### src/mips_exec_defs.svh
`ifndef MIPS_EXEC_DEFS_SVH
`define MIPS_EXEC_DEFS_SVH

`define EXEC_XLEN  32
`define DIV_CYCLES 32

// Major opcodes
`define OP_RTYPE  6'h00
`define OP_REGIMM 6'h01
`define OP_BEQ    6'h04
`define OP_BNE    6'h05
`define OP_BLEZ   6'h06
`define OP_BGTZ   6'h07
`define OP_ADDIU  6'h09
`define OP_SLTI   6'h0a
`define OP_SLTIU  6'h0b
`define OP_ANDI   6'h0c
`define OP_ORI    6'h0d
`define OP_XORI   6'h0e
`define OP_LUI    6'h0f
`define OP_LB     6'h20
`define OP_LH     6'h21
`define OP_LW     6'h23
`define OP_LBU    6'h24
`define OP_LHU    6'h25
`define OP_SB     6'h28
`define OP_SH     6'h29
`define OP_SW     6'h2b

// R-type funct codes
`define FN_SLL    6'h00
`define FN_SRL    6'h02
`define FN_SRA    6'h03
`define FN_SLLV   6'h04
`define FN_SRLV   6'h06
`define FN_SRAV   6'h07
`define FN_MFHI   6'h10
`define FN_MTHI   6'h11
`define FN_MFLO   6'h12
`define FN_MTLO   6'h13
`define FN_MULT   6'h18
`define FN_MULTU  6'h19
`define FN_DIV    6'h1a
`define FN_DIVU   6'h1b
`define FN_ADDU   6'h21
`define FN_SUBU   6'h23
`define FN_AND    6'h24
`define FN_OR     6'h25
`define FN_XOR    6'h26
`define FN_NOR    6'h27
`define FN_SLT    6'h2a
`define FN_SLTU   6'h2b

// REGIMM rt field codes
`define RI_BLTZ   5'h00
`define RI_BGEZ   5'h01
`define RI_BLTZAL 5'h10
`define RI_BGEZAL 5'h11

`endif

### src/mips_exec_pkg.sv
package mips_exec_pkg;

  typedef enum logic [4:0] {
    ALU_NONE, // No result written
    ALU_ADDU,
    ALU_SUBU,
    ALU_AND,
    ALU_OR,
    ALU_XOR,
    ALU_NOR,
    ALU_SLL,
    ALU_SRL,
    ALU_SRA,
    ALU_SLLV,
    ALU_SRLV,
    ALU_SRAV,
    ALU_SLT,
    ALU_SLTU,
    ALU_LUI,
    ALU_MFHI,
    ALU_MFLO
  } alu_op_t;

  typedef enum logic [1:0] {
    IMM_NONE, // Second operand is rt
    IMM_SIGN,
    IMM_ZERO
  } imm_kind_t;

  typedef enum logic [2:0] {
    BR_NONE,
    BR_EQ,
    BR_NE,
    BR_LEZ,
    BR_GTZ,
    BR_LTZ,
    BR_GEZ
  } branch_cond_t;

  typedef enum logic [2:0] {
    MD_NONE,
    MD_MULT,
    MD_MULTU,
    MD_DIV,
    MD_DIVU,
    MD_MTHI,
    MD_MTLO
  } md_op_t;

endpackage

### src/instr_decode.sv
`timescale 1ns/1ps
`include "mips_exec_defs.svh"

module instr_decode (
  input  logic [5:0]                  opcode,
  input  logic [5:0]                  funct,
  input  logic [4:0]                  rt_field,
  output mips_exec_pkg::alu_op_t      alu_op,
  output mips_exec_pkg::imm_kind_t    imm_kind,
  output mips_exec_pkg::branch_cond_t branch_cond,
  output mips_exec_pkg::md_op_t       md_op,
  output logic                        illegal
);

  always_comb
  begin
    alu_op      = mips_exec_pkg::ALU_NONE;
    branch_cond = mips_exec_pkg::BR_NONE;
    md_op       = mips_exec_pkg::MD_NONE;
    illegal     = 1'b0;
    case (opcode)
      `OP_RTYPE:
        case (funct)
          `FN_SLL:   alu_op = mips_exec_pkg::ALU_SLL;
          `FN_SRL:   alu_op = mips_exec_pkg::ALU_SRL;
          `FN_SRA:   alu_op = mips_exec_pkg::ALU_SRA;
          `FN_SLLV:  alu_op = mips_exec_pkg::ALU_SLLV;
          `FN_SRLV:  alu_op = mips_exec_pkg::ALU_SRLV;
          `FN_SRAV:  alu_op = mips_exec_pkg::ALU_SRAV;
          `FN_MFHI:  alu_op = mips_exec_pkg::ALU_MFHI;
          `FN_MFLO:  alu_op = mips_exec_pkg::ALU_MFLO;
          `FN_MTHI:  md_op  = mips_exec_pkg::MD_MTHI;
          `FN_MTLO:  md_op  = mips_exec_pkg::MD_MTLO;
          `FN_MULT:  md_op  = mips_exec_pkg::MD_MULT;
          `FN_MULTU: md_op  = mips_exec_pkg::MD_MULTU;
          `FN_DIV:   md_op  = mips_exec_pkg::MD_DIV;
          `FN_DIVU:  md_op  = mips_exec_pkg::MD_DIVU;
          `FN_ADDU:  alu_op = mips_exec_pkg::ALU_ADDU;
          `FN_SUBU:  alu_op = mips_exec_pkg::ALU_SUBU;
          `FN_AND:   alu_op = mips_exec_pkg::ALU_AND;
          `FN_OR:    alu_op = mips_exec_pkg::ALU_OR;
          `FN_XOR:   alu_op = mips_exec_pkg::ALU_XOR;
          `FN_NOR:   alu_op = mips_exec_pkg::ALU_NOR;
          `FN_SLT:   alu_op = mips_exec_pkg::ALU_SLT;
          `FN_SLTU:  alu_op = mips_exec_pkg::ALU_SLTU;
          default:   illegal = 1'b1; // Trapping ADD/SUB and jumps land here
        endcase
      `OP_REGIMM:
        case (rt_field)
          `RI_BLTZ, `RI_BLTZAL: branch_cond = mips_exec_pkg::BR_LTZ; // Link handled upstream
          `RI_BGEZ, `RI_BGEZAL: branch_cond = mips_exec_pkg::BR_GEZ;
          default:              illegal = 1'b1;
        endcase
      `OP_BEQ:   branch_cond = mips_exec_pkg::BR_EQ;
      `OP_BNE:   branch_cond = mips_exec_pkg::BR_NE;
      `OP_BLEZ:  branch_cond = mips_exec_pkg::BR_LEZ;
      `OP_BGTZ:  branch_cond = mips_exec_pkg::BR_GTZ;
      `OP_ADDIU, `OP_LB, `OP_LH, `OP_LW, `OP_LBU, `OP_LHU, `OP_SB, `OP_SH, `OP_SW:
        alu_op = mips_exec_pkg::ALU_ADDU; // Address is rs plus offset
      `OP_SLTI:  alu_op = mips_exec_pkg::ALU_SLT;
      `OP_SLTIU: alu_op = mips_exec_pkg::ALU_SLTU;
      `OP_ANDI:  alu_op = mips_exec_pkg::ALU_AND;
      `OP_ORI:   alu_op = mips_exec_pkg::ALU_OR;
      `OP_XORI:  alu_op = mips_exec_pkg::ALU_XOR;
      `OP_LUI:   alu_op = mips_exec_pkg::ALU_LUI;
      default:   illegal = 1'b1; // LWL, LWR, ADDI and unknown opcodes
    endcase
  end

  // SLTIU also sign-extends, then compares unsigned
  always_comb
  begin
    case (opcode)
      `OP_ADDIU, `OP_SLTI, `OP_SLTIU, `OP_LB, `OP_LH, `OP_LW, `OP_LBU, `OP_LHU,
      `OP_SB, `OP_SH, `OP_SW:
        imm_kind = mips_exec_pkg::IMM_SIGN;
      `OP_ANDI, `OP_ORI, `OP_XORI, `OP_LUI:
        imm_kind = mips_exec_pkg::IMM_ZERO;
      default:
        imm_kind = mips_exec_pkg::IMM_NONE;
    endcase
  end

endmodule

### config.mk
export PLATFORM = sky130hd
export DESIGN_NAME = instr_decode
export DESIGN_NICKNAME = d
export VERILOG_FILES = /design/src/mips_exec_pkg.sv /design/src/instr_decode.sv
export VERILOG_INCLUDE_DIRS = /design/src /design/src/src
export SDC_FILE = /design/constraint.sdc
export NUM_CORES = 1
export LEC_CHECK = 0
export BUFFER_PORTS_ARGS = -buffer_cell sky130_fd_sc_hd__clkbuf_2
export CAP_MARGIN = 20
export CORE_UTILIZATION = 40
export DETAILED_ROUTE_END_ITERATION = 12
export GPL_ROUTABILITY_DRIVEN = 0
export PLACE_DENSITY = 0.76
export SYNTH_ARGS = -nofsm -noshare
export SYNTH_HDL_FRONTEND = slang
export SYNTH_SLANG_ARGS = --single-unit
### constraint.sdc
create_clock -name vclk -period 1.8
set_clock_uncertainty 0.05 [all_clocks]
set_input_delay 0.36 -clock vclk [all_inputs]
set_output_delay 0.36 -clock vclk [all_outputs]
set_load 0.005 [all_outputs]
After elaboration in Yosys (flattened, before gate mapping)
Memories as Yosys holds them, arrays and structs flattened.
Index checks and enable logic that the tools add are counted.
{"block": "totals", "memories": 1, "input_bits": 17, "rom_bits": 128, "output_inout_bits": 14, "wordCells": 63, "ff_bits": 0}
{"block": "op_classes", "n_reduce_logical": 9, "muxes": 9, "n_eq_ne": 44}
{"memory": "(name not given)", "depth": 64, "word_bits": 2, "read_ports": 1, "rd_clocked_by_memory_dff": 0, "write_ports": 0, "line": "instr_decode.sv:73", "rtl": "case (opcode)"}
{"operator": "== test 6 bit (second input constant)", "n": 16}
{"operator": "case mux 5 bit (16 select lines)", "n": 1}
{"operator": "== test 6 x 5 -> 1 bit (second input constant)", "n": 8}
{"operator": "== test 6 x 3 -> 1 bit (second input constant)", "n": 7}
{"operator": "== test 6 x 4 -> 1 bit (second input constant)", "n": 7}
{"operator": "case mux 5 bit (8 select lines)", "n": 1}
{"operator": "OR reduction 22 bit", "n": 1}
{"operator": "OR reduction 19 bit", "n": 1}
{"operator": "case mux 3 bit (6 select lines)", "n": 1}
{"operator": "case mux 3 bit (5 select lines)", "n": 1}
{"operator": "== test 6 x 2 -> 1 bit (second input constant)", "n": 2}
{"operator": "zero test 6 bit", "n": 2}
{"operator": "== test 5 bit (second input constant)", "n": 2}
{"operator": "OR reduction 9 bit", "n": 1}
{"operator": "== test 6 x 1 -> 1 bit (second input constant)", "n": 1}
{"operator": "case mux 3 bit (2 select lines)", "n": 1}
{"operator": "== test 5 x 1 -> 1 bit (second input constant)", "n": 1}
{"operator": "zero test 5 bit", "n": 1}
{"operator": "OR reduction 2 bit", "n": 2}
{"operator": "OR reduction 4 bit", "n": 1}
{"operator": "2-to-1 mux 3 bit", "n": 1}
{"operator": "case mux 1 bit (3 select lines)", "n": 1}
{"operator": "2-to-1 mux 1 bit", "n": 2}

Logic depth before layout (Yosys ltp)
Gate-level depths: netlist of run 1.
{"block": "depth", "ltp_word": 4, "ltp_mapped": 6, "depth_no_buf": 4}

Worst setup path before layout of run 1
No wires, ideal clock.
{"block": "synth_timing", "path_kind": "input to output", "from": "input opcode[5]", "to": "output md_op[1]", "stages": 5, "path_buffers": 1, "setup_slack_ps": -7, "t_arrival_ps": 1397, "t_required_ps": 1390, "path_cell_list": "buf_4 nor4_4 and2_1 nand3_2 a311oi_1"}
{"block": "synth_between", "elab_chain_len": 2}
{"item": "start, declared", "line": "instr_decode.sv:5", "rtl": "input logic [5:0] opcode,"}
{"item": "zero test 6 bit", "line": "instr_decode.sv:21", "rtl": "case (opcode)"}
{"item": "2-to-1 mux 3 bit", "line": "instr_decode.sv:21"}
{"item": "end, declared", "line": "instr_decode.sv:11", "rtl": "output mips_exec_pkg::md_op_t md_op,"}
Every way passes these cells.

Worst setup path in the final report of run 1
{"block": "layout_timing", "from": "input opcode[5]", "to": "output alu_op[2]"}
{"block": "layout_between", "elab_chain_len": 3, "elab_cells_between_ends": 18, "classes_between": "eq/ne: 15; mux: 1; reduce/logical: 2"}
{"item": "== test 6 x 4 -> 1 bit / == test 6 bit (equally long branches)", "line": "instr_decode.sv:21"}
{"item": "OR reduction 9 bit", "line": "instr_decode.sv:21"}
{"item": "case mux 5 bit (8 select lines) *", "line": "instr_decode.sv:21"}
{"item": "end, declared", "line": "instr_decode.sv:8", "rtl": "output mips_exec_pkg::alu_op_t alu_op,"}
Mark *: on every way between the ends. The rest lies on a longest branch, timed or not.

==> run metrics, run 1 <==
DP HPWL=roughly 1.7 mm; total global routing overflow=0; Yosys cell types=42; most area-consuming cells after synthesis=o21ai_0 7.0%, a21oi_1 5.4%, nor2_1 5.2%; violated checks=DRC, setup timing; Register Area=0 um2; fin crit share=1.08; via count=1065; via/cell ratio=between 6 and 7; unrepaired setup endpoints after global routing=yes; IO Port Bufs=30; total power=approximately 0.25 mW; post-synthesis cell count=104; WL final=2.66 mm; Cell Area, Synth=between 600 and 700 um2; outcome=complete, but fails checks; # clk buffers=0; Pre-antenna DRT Iters=8; most frequent cells after synthesis=9 x nor2_1, 9 x o21ai_0, 7 x a21oi_1, 7 x clkbuf_1, 7 x inv_1; post-synthesis sequential area ratio=0; proportion of layout cells with a drive suffix above 1=0.616; dpl ws=-0.177 ns; placed cell area=1010 um2; FF+latch count=0; gr usage total=0.264; Hold-fix buffers, CTS=0; num ports=31; Max FO, Critical Path=4; Clock Power Share=0; area grow syn2layout=90.1%; max-slew violations=0; Worst Setup End Kind=output port; Leakage=between 0.5 and 0.6 nW; worst vdd ir=0.130 mV; logic gate share of total power=1.000; Crit path arrival time=about 1.5 ns; CP startpoint kind=input port; initial DRC count=between 40 and 50; vias in the first global route=between 900 and 1k; Die Ht=approximately 42 um; Peak Freq=513 MHz; crit path time final=slightly below 2 ns; Worst EP required=~1.4 ns; HP Class=input port to output port; pin count of the biggest net entering global routing=12; Worst Hold Slack=0.945 ns; Ant. Diodes=0; first-pass GRT wire length=3.91 mm; Synthesized Nets=121; die area=1780 um2; Fin. Hold Viols=0; final instance area=1220 um2; Yosys top cell area share=0.0699; setup violators final=10; P_int=0.123 mW; Slew @ Worst Pin=around 0.32 ns; post-route ant nets=0; Initial Util=0.428; Yosys top cell by area=o21ai_0; kind of critical path=input port to output port; NetSw=between 0.1 and 0.15 mW; # rows=14; Flop pwr share=0; initial antenna violation count=0; post-route worst setup slack=-0.149 ns; die width=between 40 and 50 um; DRC=1; Routed WL per cell=about 15 um; MaxCap Viol Count=0; Max-slew headroom=0.782; Avg Cell Area, Syn=between 6 and 7 um2; core region area=1510 um2; switching share of power=0.502; Ys Warns=0; fin nets=approximately 180; pwr dens=between 200 and 250 nW/um2
-- cell usage in the layout (no fill, tap or decap), drive strengths merged, types with 2 or more instances in the layout --
cell / synthesis / routed
clkbuf: 7 / 18
nor4: 5 / 5
nand3: 3 / 3
o21ai: 9 / 9
o2bb2ai: 3 / 3
a21boi: 2 / 2
nand3b: 4 / 4
nor2: 9 / 9
o211ai: 2 / 2
buf: 4 / 48
o22ai: 3 / 3
inv: 7 / 7
maj3: 2 / 2
mux2: 2 / 2
or3: 2 / 2
o31ai: 3 / 3
nor3: 6 / 6
a21oi: 7 / 7
nand2b: 2 / 2
nand2: 4 / 4
-- per-stage QoR --
stage          std cells  utilization  TNS [ns]
2_1_floorplan        104            -         0
3_3_place_gp         171        0.669    -0.518
3_5_place_dp         171        0.669    -0.730
4_1_cts              173        0.725    -0.670
5_1_grt              175        0.813     -1.17
6_report             175        0.813    -0.952
-- path summary, 6_finish.rpt --
path / cells past startpoint / end / startpoint
setup / recovery: 7 / alu_op[2] / opcode[5]
hold / removal: 3 / branch_cond[0] / rt_field[0]
-- final cells by class --
| cell class | count | area, um2 |
|---|---|---|
| fill | 94 | 282 |
| tap | 16 | 20.0 |
| timing repair buffer | 66 | 485 |
| multi-input combinational | 86 | 693 |
| inverter | 7 | 26.3 |
-- routing by layer --
metal  up-vias  global-route usage  wire [um]
met5         -                   0          0
met4         0              0.0563         59
met3         6                   0        153
met2        47               0.488       1330
met1       505               0.345       1120
li1        507                   -          -
-- repair_timing --
| item | in CTS | in global routing |
|---|---|---|
| resized for setup | 12 | 47 |
| cloned | 0 | 1 |
| setup endpoints to repair | 10 | 13 |
| buffers inserted | 2 | 2 |
| pin swaps | 8 | 13 |
-- power by group through the flow --
stage	registers [mW]	logic [mW]	clock network (mW)
floorplan	0	0.0998	0
global placement	0	0.189	0
detailed placement	0	0.196	0
CTS	0	0.210	0
global route	0	0.266	0
finish	0	0.248	0
-- kinds of logic after synthesis --
logic type / synth area share
AND/OR/NAND/NOR: 0.392
multiplexers: 0.0349
XOR/XNOR: 0.0272
buffers and inverters: 0.117
AO/OA/AOI/OAI: 0.398
adder cells (fa/ha/maj): 0.0311
-- critical path, stage by stage --
cell and delay [ns]:
buf_8 0.10, nor4_4 0.34, and2_4 0.24, buf_6 0.10, and2b_4 0.17, o2bb2ai_2 0.10, clkbuf_2 0.12
Note: power is estimated with default switching activity, not from simulation.
==> run 2: changes to the inputs <==
--- a/config.mk
+++ b/config.mk
@@ -12,6 +12,7 @@
 export DETAILED_ROUTE_END_ITERATION = 12
 export GPL_ROUTABILITY_DRIVEN = 0
 export PLACE_DENSITY = 0.76
+export RECOVER_POWER = 100
 export SYNTH_ARGS = -nofsm -noshare
 export SYNTH_HDL_FRONTEND = slang
 export SYNTH_SLANG_ARGS = --single-unit
==> run 2 against run 1 <==
  * The run still ends with DRC, setup timing left
  * Cell area decreased by 0.20%
  * Core utilization decreased by 0.17 points
  * Combinational power about the same
  * Flip-flop and latch count unchanged
  * Fmax about the same
  * Via count increased by 1.2%
  * Non-clock buffer count unchanged
  * Setup slack improved by 0.0018 ns
  * Global-route usage unchanged
  * Total power decreased by 0.18%
==> run metrics, run 2 (synthesis results as in run 1) <==
outcome=complete, but fails checks; violated checks=DRC, setup timing; Leakage=between 0.5 and 0.6 nW; first-pass GRT wire length=3.91 mm; Pre-antenna DRT Iters=8; die area=~1800 um2; initial antenna violation count=0; Clock Power Share=0; Worst EP required=around 1.4 ns; final instance area=between 1000 and 1500 um2; Flop pwr share=0; pwr dens=around 200 nW/um2; WL final=approximately 2.7 mm; MaxCap Viol Count=0; # rows=14; Die Ht=42.1 um; core region area=~1500 um2; total global routing overflow=0; via count=approximately 1.1k; via/cell ratio=between 6 and 7; max-slew violations=0; Final Util=0.811; commonest non-fill, non-tap cells in the layout=27 x buf_4, 15 x clkbuf_2, 9 x buf_2, 9 x buf_6, 7 x nor2_1; P_int=approximately 0.12 mW; Slew @ Worst Pin=around 0.32 ns; logic gate share of total power=1.000; IO Port Bufs=30; Ant. Diodes=0; unrepaired setup endpoints after global routing=yes; # clk buffers=0; Max FO, Critical Path=4; gr usage total=0.264; FF+latch count=0; switching share of power=0.503; fin nets=approximately 180; worst vdd ir=between 0.1 and 0.15 mV; HP Class=input port to output port; Crit path arrival time=approximately 1.5 ns; initial DRC count=just over 40; NetSw=about 0.12 mW; DRC=1; Worst Setup End Kind=output port; footprint of the multi-input gates=693 um2; DP HPWL=about 1.7 mm; post-route ant nets=0; fin crit share=1.08; proportion of layout cells with a drive suffix above 1=0.604; Max stage delay cell, worst path=nor4_4; num ports=31; TNS Setup=-0.950 ns; Max-slew headroom=0.783; Fill cells=96; setup violators final=10; Routed WL per cell=approximately 15 um; Register Area=0 um2; Hold-fix buffers, CTS=0; Fin. Hold Viols=0; CP startpoint kind=input port; post-route worst setup slack=-0.147 ns; Peak Freq=approximately 510 MHz; most common cell after layout, fill and taps aside=buf_4; CP Cell Sequence=buf_8 > nor4_4 > and2_4 > buf_6 > and2b_4 > o2bb2ai_2 > clkbuf_2; Initial Util=0.428; CP peak stage delay=between 0.3 and 0.4 ns; pin count of the biggest net entering global routing=12; area grow syn2layout=89.7%; vias in the first global route=928; die width=roughly 42 um; crit path time final=roughly 1.9 ns; placed cell area=between 1000 and 1500 um2; kind of critical path=input port to output port
## run 2: cell count changes in the layout (fill, tap and decap cells not counted)
cell,change
buf_2,-1
clkbuf_1,+2
clkbuf_2,-1
## run 2: timing repair
| action | 4_1_cts | 5_1_grt |
|---|---|---|
| resized for setup | 12 | 47 |
| buffers inserted | 2 | 2 |
| gates cloned | 0 | 1 |
| endpoints found under the setup margin | 10 | 13 |
| pin swaps | 8 | 13 |
## run 2: worst max-delay path: cells and delay by family
kind / cells / cell delay, ns
and+or+nand+nor: 3 / 0.75
buffers and inverters: 3 / 0.32
AOI/OAI and AO/OA: 1 / 0.10
## run 2: cell type report
class,instances,share of cell area
multi-input cells,86,0.567
well taps,16,0.0164
inverters,7,0.0215
repair buffers,66,0.395
## run 2: metal layers
metal	GRT usage	vias to the layer above	wire, um
met4	0.0563	0	53
met2	0.488	52	1360
met5	0	-	0
li1	-	509	-
met3	0	6	143
met1	0.345	511	1110
## run 2: power groups by stage
| stage | Clock (mW) | Combinational, mW | Sequential (mW) |
|---|---|---|---|
| 3_5_place_dp | 0 | 0.196 | 0 |
| 4_1_cts | 0 | 0.210 | 0 |
| 3_3_place_gp | 0 | 0.189 | 0 |
| 2_1_floorplan | 0 | 0.0998 | 0 |
| 5_1_grt | 0 | 0.265 | 0 |
| 6_report | 0 | 0.248 | 0 |
## run 2: path summary, 6_finish.rpt
| check | from | endpoint | slack, ns | cells past startpoint |
|---|---|---|---|---|
| hold / removal | rt_field[0] | branch_cond[0] | 0.94 | 3 |
| setup / recovery | opcode[5] | alu_op[2] | -0.15 | 7 |
## run 2: through the flow
stage | instances | power, mW | hold WS (ns) | setup slack [ns]
floorplan | 104 | 0.0998 | 0.705 | 0.0159
global placement | 171 | 0.189 | 0.934 | -0.141
detailed placement | 171 | 0.196 | 0.944 | -0.177
CTS | 173 | 0.210 | 0.943 | -0.123
global route | 175 | 0.265 | 0.952 | -0.186
finish | 175 | 0.248 | 0.945 | -0.147
==> run 3: changes to the inputs <==
--- a/config.mk
+++ b/config.mk
@@ -12,7 +12,7 @@
 export DETAILED_ROUTE_END_ITERATION = 12
 export GPL_ROUTABILITY_DRIVEN = 0
 export PLACE_DENSITY = 0.76
-export RECOVER_POWER = 100
+export RECOVER_POWER = 50
 export SYNTH_ARGS = -nofsm -noshare
 export SYNTH_HDL_FRONTEND = slang
 export SYNTH_SLANG_ARGS = --single-unit
==> run 3 against run 2 <==
  * The run still ends with DRC, setup timing left
  * Critical endpoint unchanged
  * Fmax about the same
  * Non-clock buffer count unchanged
  * Die area did not move
  * Critical path depth unchanged
  * First-iteration DRC count grew 7.3%
==> run metrics, run 3 (synthesis results as in run 1) <==
outcome=complete, but fails checks; violated checks=DRC, setup timing; via/cell ratio=around 6.1; Routed WL per cell=between 15 and 20 um; Max FO, Critical Path=4; # rows=14; Most Crowded Layer GR=met2; Die Ht=42.1 um; Peak Freq=slightly above 500 MHz; critical path startpoint=opcode[5]; vias in the first global route=about 930; # clk buffers=0; Ant. Diodes=0; proportion of layout cells with a drive suffix above 1=0.610; crit path time final=about 1.9 ns; pin count of the biggest net entering global routing=12; M3 GR Usage=0; M1 GR Usage=0.345; Placed Cells incl. Taps=roughly 170; Hold EP=branch_cond[0]; Hold Path Depth=3; post-route ant nets=0; Fin. Hold Viols=0; FF+latch count=0; initial antenna violation count=0; core region area=1510 um2; pwr dens=~200 nW/um2; worst vdd ir=0.129 mV; commonest non-fill, non-tap cells in the layout=27 x buf_4, 15 x clkbuf_2, 10 x buf_2, 9 x buf_6, 7 x nor2_1; placed cell area=~1000 um2; post-route worst setup slack=-0.148 ns; Fill cells=95; setup violators final=10; most common cell after layout, fill and taps aside=buf_4; DRC=1; Leakage=0.550 nW; HP Class=input port to output port; TNS Setup=-0.950 ns; Max-slew headroom=0.784; met2 Track Usage GR=0.488; max-slew violations=0; fin nets=approximately 180; Pre-antenna DRT Iters=8; area grow syn2layout=89.9%; MaxCap Viol Count=0; die width=roughly 42 um; Worst Setup End Kind=output port; fin crit share=1.08; initial DRC count=44; total global routing overflow=0; kind of critical path=input port to output port; Layout Cells excl Fill=about 180; num ports=31; IO Port Bufs=30; first-pass GRT wire length=a little under 4 mm; via count=between 1k and 1.5k; gr usage total=0.264; final instance area=between 1000 and 1500 um2; unrepaired setup endpoints after global routing=yes; WL final=2.65 mm; Crit path arrival time=around 1.5 ns; DP HPWL=between 1.5 and 2 mm; Worst EP required=1.39 ns; Register Area=0 um2; Initial Util=0.428; die area=around 1800 um2; Slew @ Worst Pin=roughly 0.32 ns; hold wc startpoint=rt_field[0]; CP startpoint kind=input port
run 3: cell count changes in the layout (fill, tap and decap cells not counted), sizes merged:
cell	delta
buf	+1
clkbuf	-1
run 3: critical path, cell delays in order:
cell and delay (ns):
buf_8 0.10, nor4_4 0.34, and2_4 0.24, buf_6 0.10, and2b_4 0.17, o2bb2ai_2 0.10, clkbuf_2 0.12
run 3: power breakdown:
group	switching (mW)	internal [mW]	leakage, nW
sequential	0	0	0
combinational	0.124	0.123	0.550
clock	0	0	0
total	0.124	0.123	0.550
run 3: through the flow:
stage / worst slack [ns] / hold WS (ns) / power (mW) / utilization
final: -0.148 / 0.945 / 0.248 / 0.812
after global routing: -0.186 / 0.952 / 0.265 / 0.812
after CTS: -0.123 / 0.943 / 0.210 / 0.725
after detailed placement: -0.177 / 0.944 / 0.196 / 0.669
after global placement: -0.141 / 0.934 / 0.189 / 0.669
after floorplan: 0.0159 / 0.705 / 0.0998 / -
run 3: how the worst max path moves through the flow:
stage | endpoint | slack (ns)
2_1_floorplan | md_op[1] | 0.02
3_3_place_gp | illegal | -0.14
3_5_place_dp | illegal | -0.18
4_1_cts | illegal | -0.12
5_1_grt | illegal | -0.19
6_report | alu_op[2] | -0.15
run 3: cell type report:
cell class | instances | area [um2] | area share
tap | 16 | 20.0 | 0.0164
timing repair buffer | 66 | 484 | 0.396
inverter | 7 | 26.3 | 0.0215
multi-input combinational | 86 | 693 | 0.566
run 3: routing by layer:
metal | vias to the layer above | wire length [um]
met1 | 509 | 1100
met3 | 8 | 148
li1 | 508 | -
met2 | 51 | 1350
met5 | - | 0
met4 | 0 | 61
run 3: what timing repair did:
action / 4_1_cts / 5_1_grt
setup endpoints to repair: 10 / 13
buffers inserted: 2 / 2
pin swaps: 8 / 13
cloned: 0 / 1
hold buffers: 0 / 0
gates resized for setup: 12 / 47
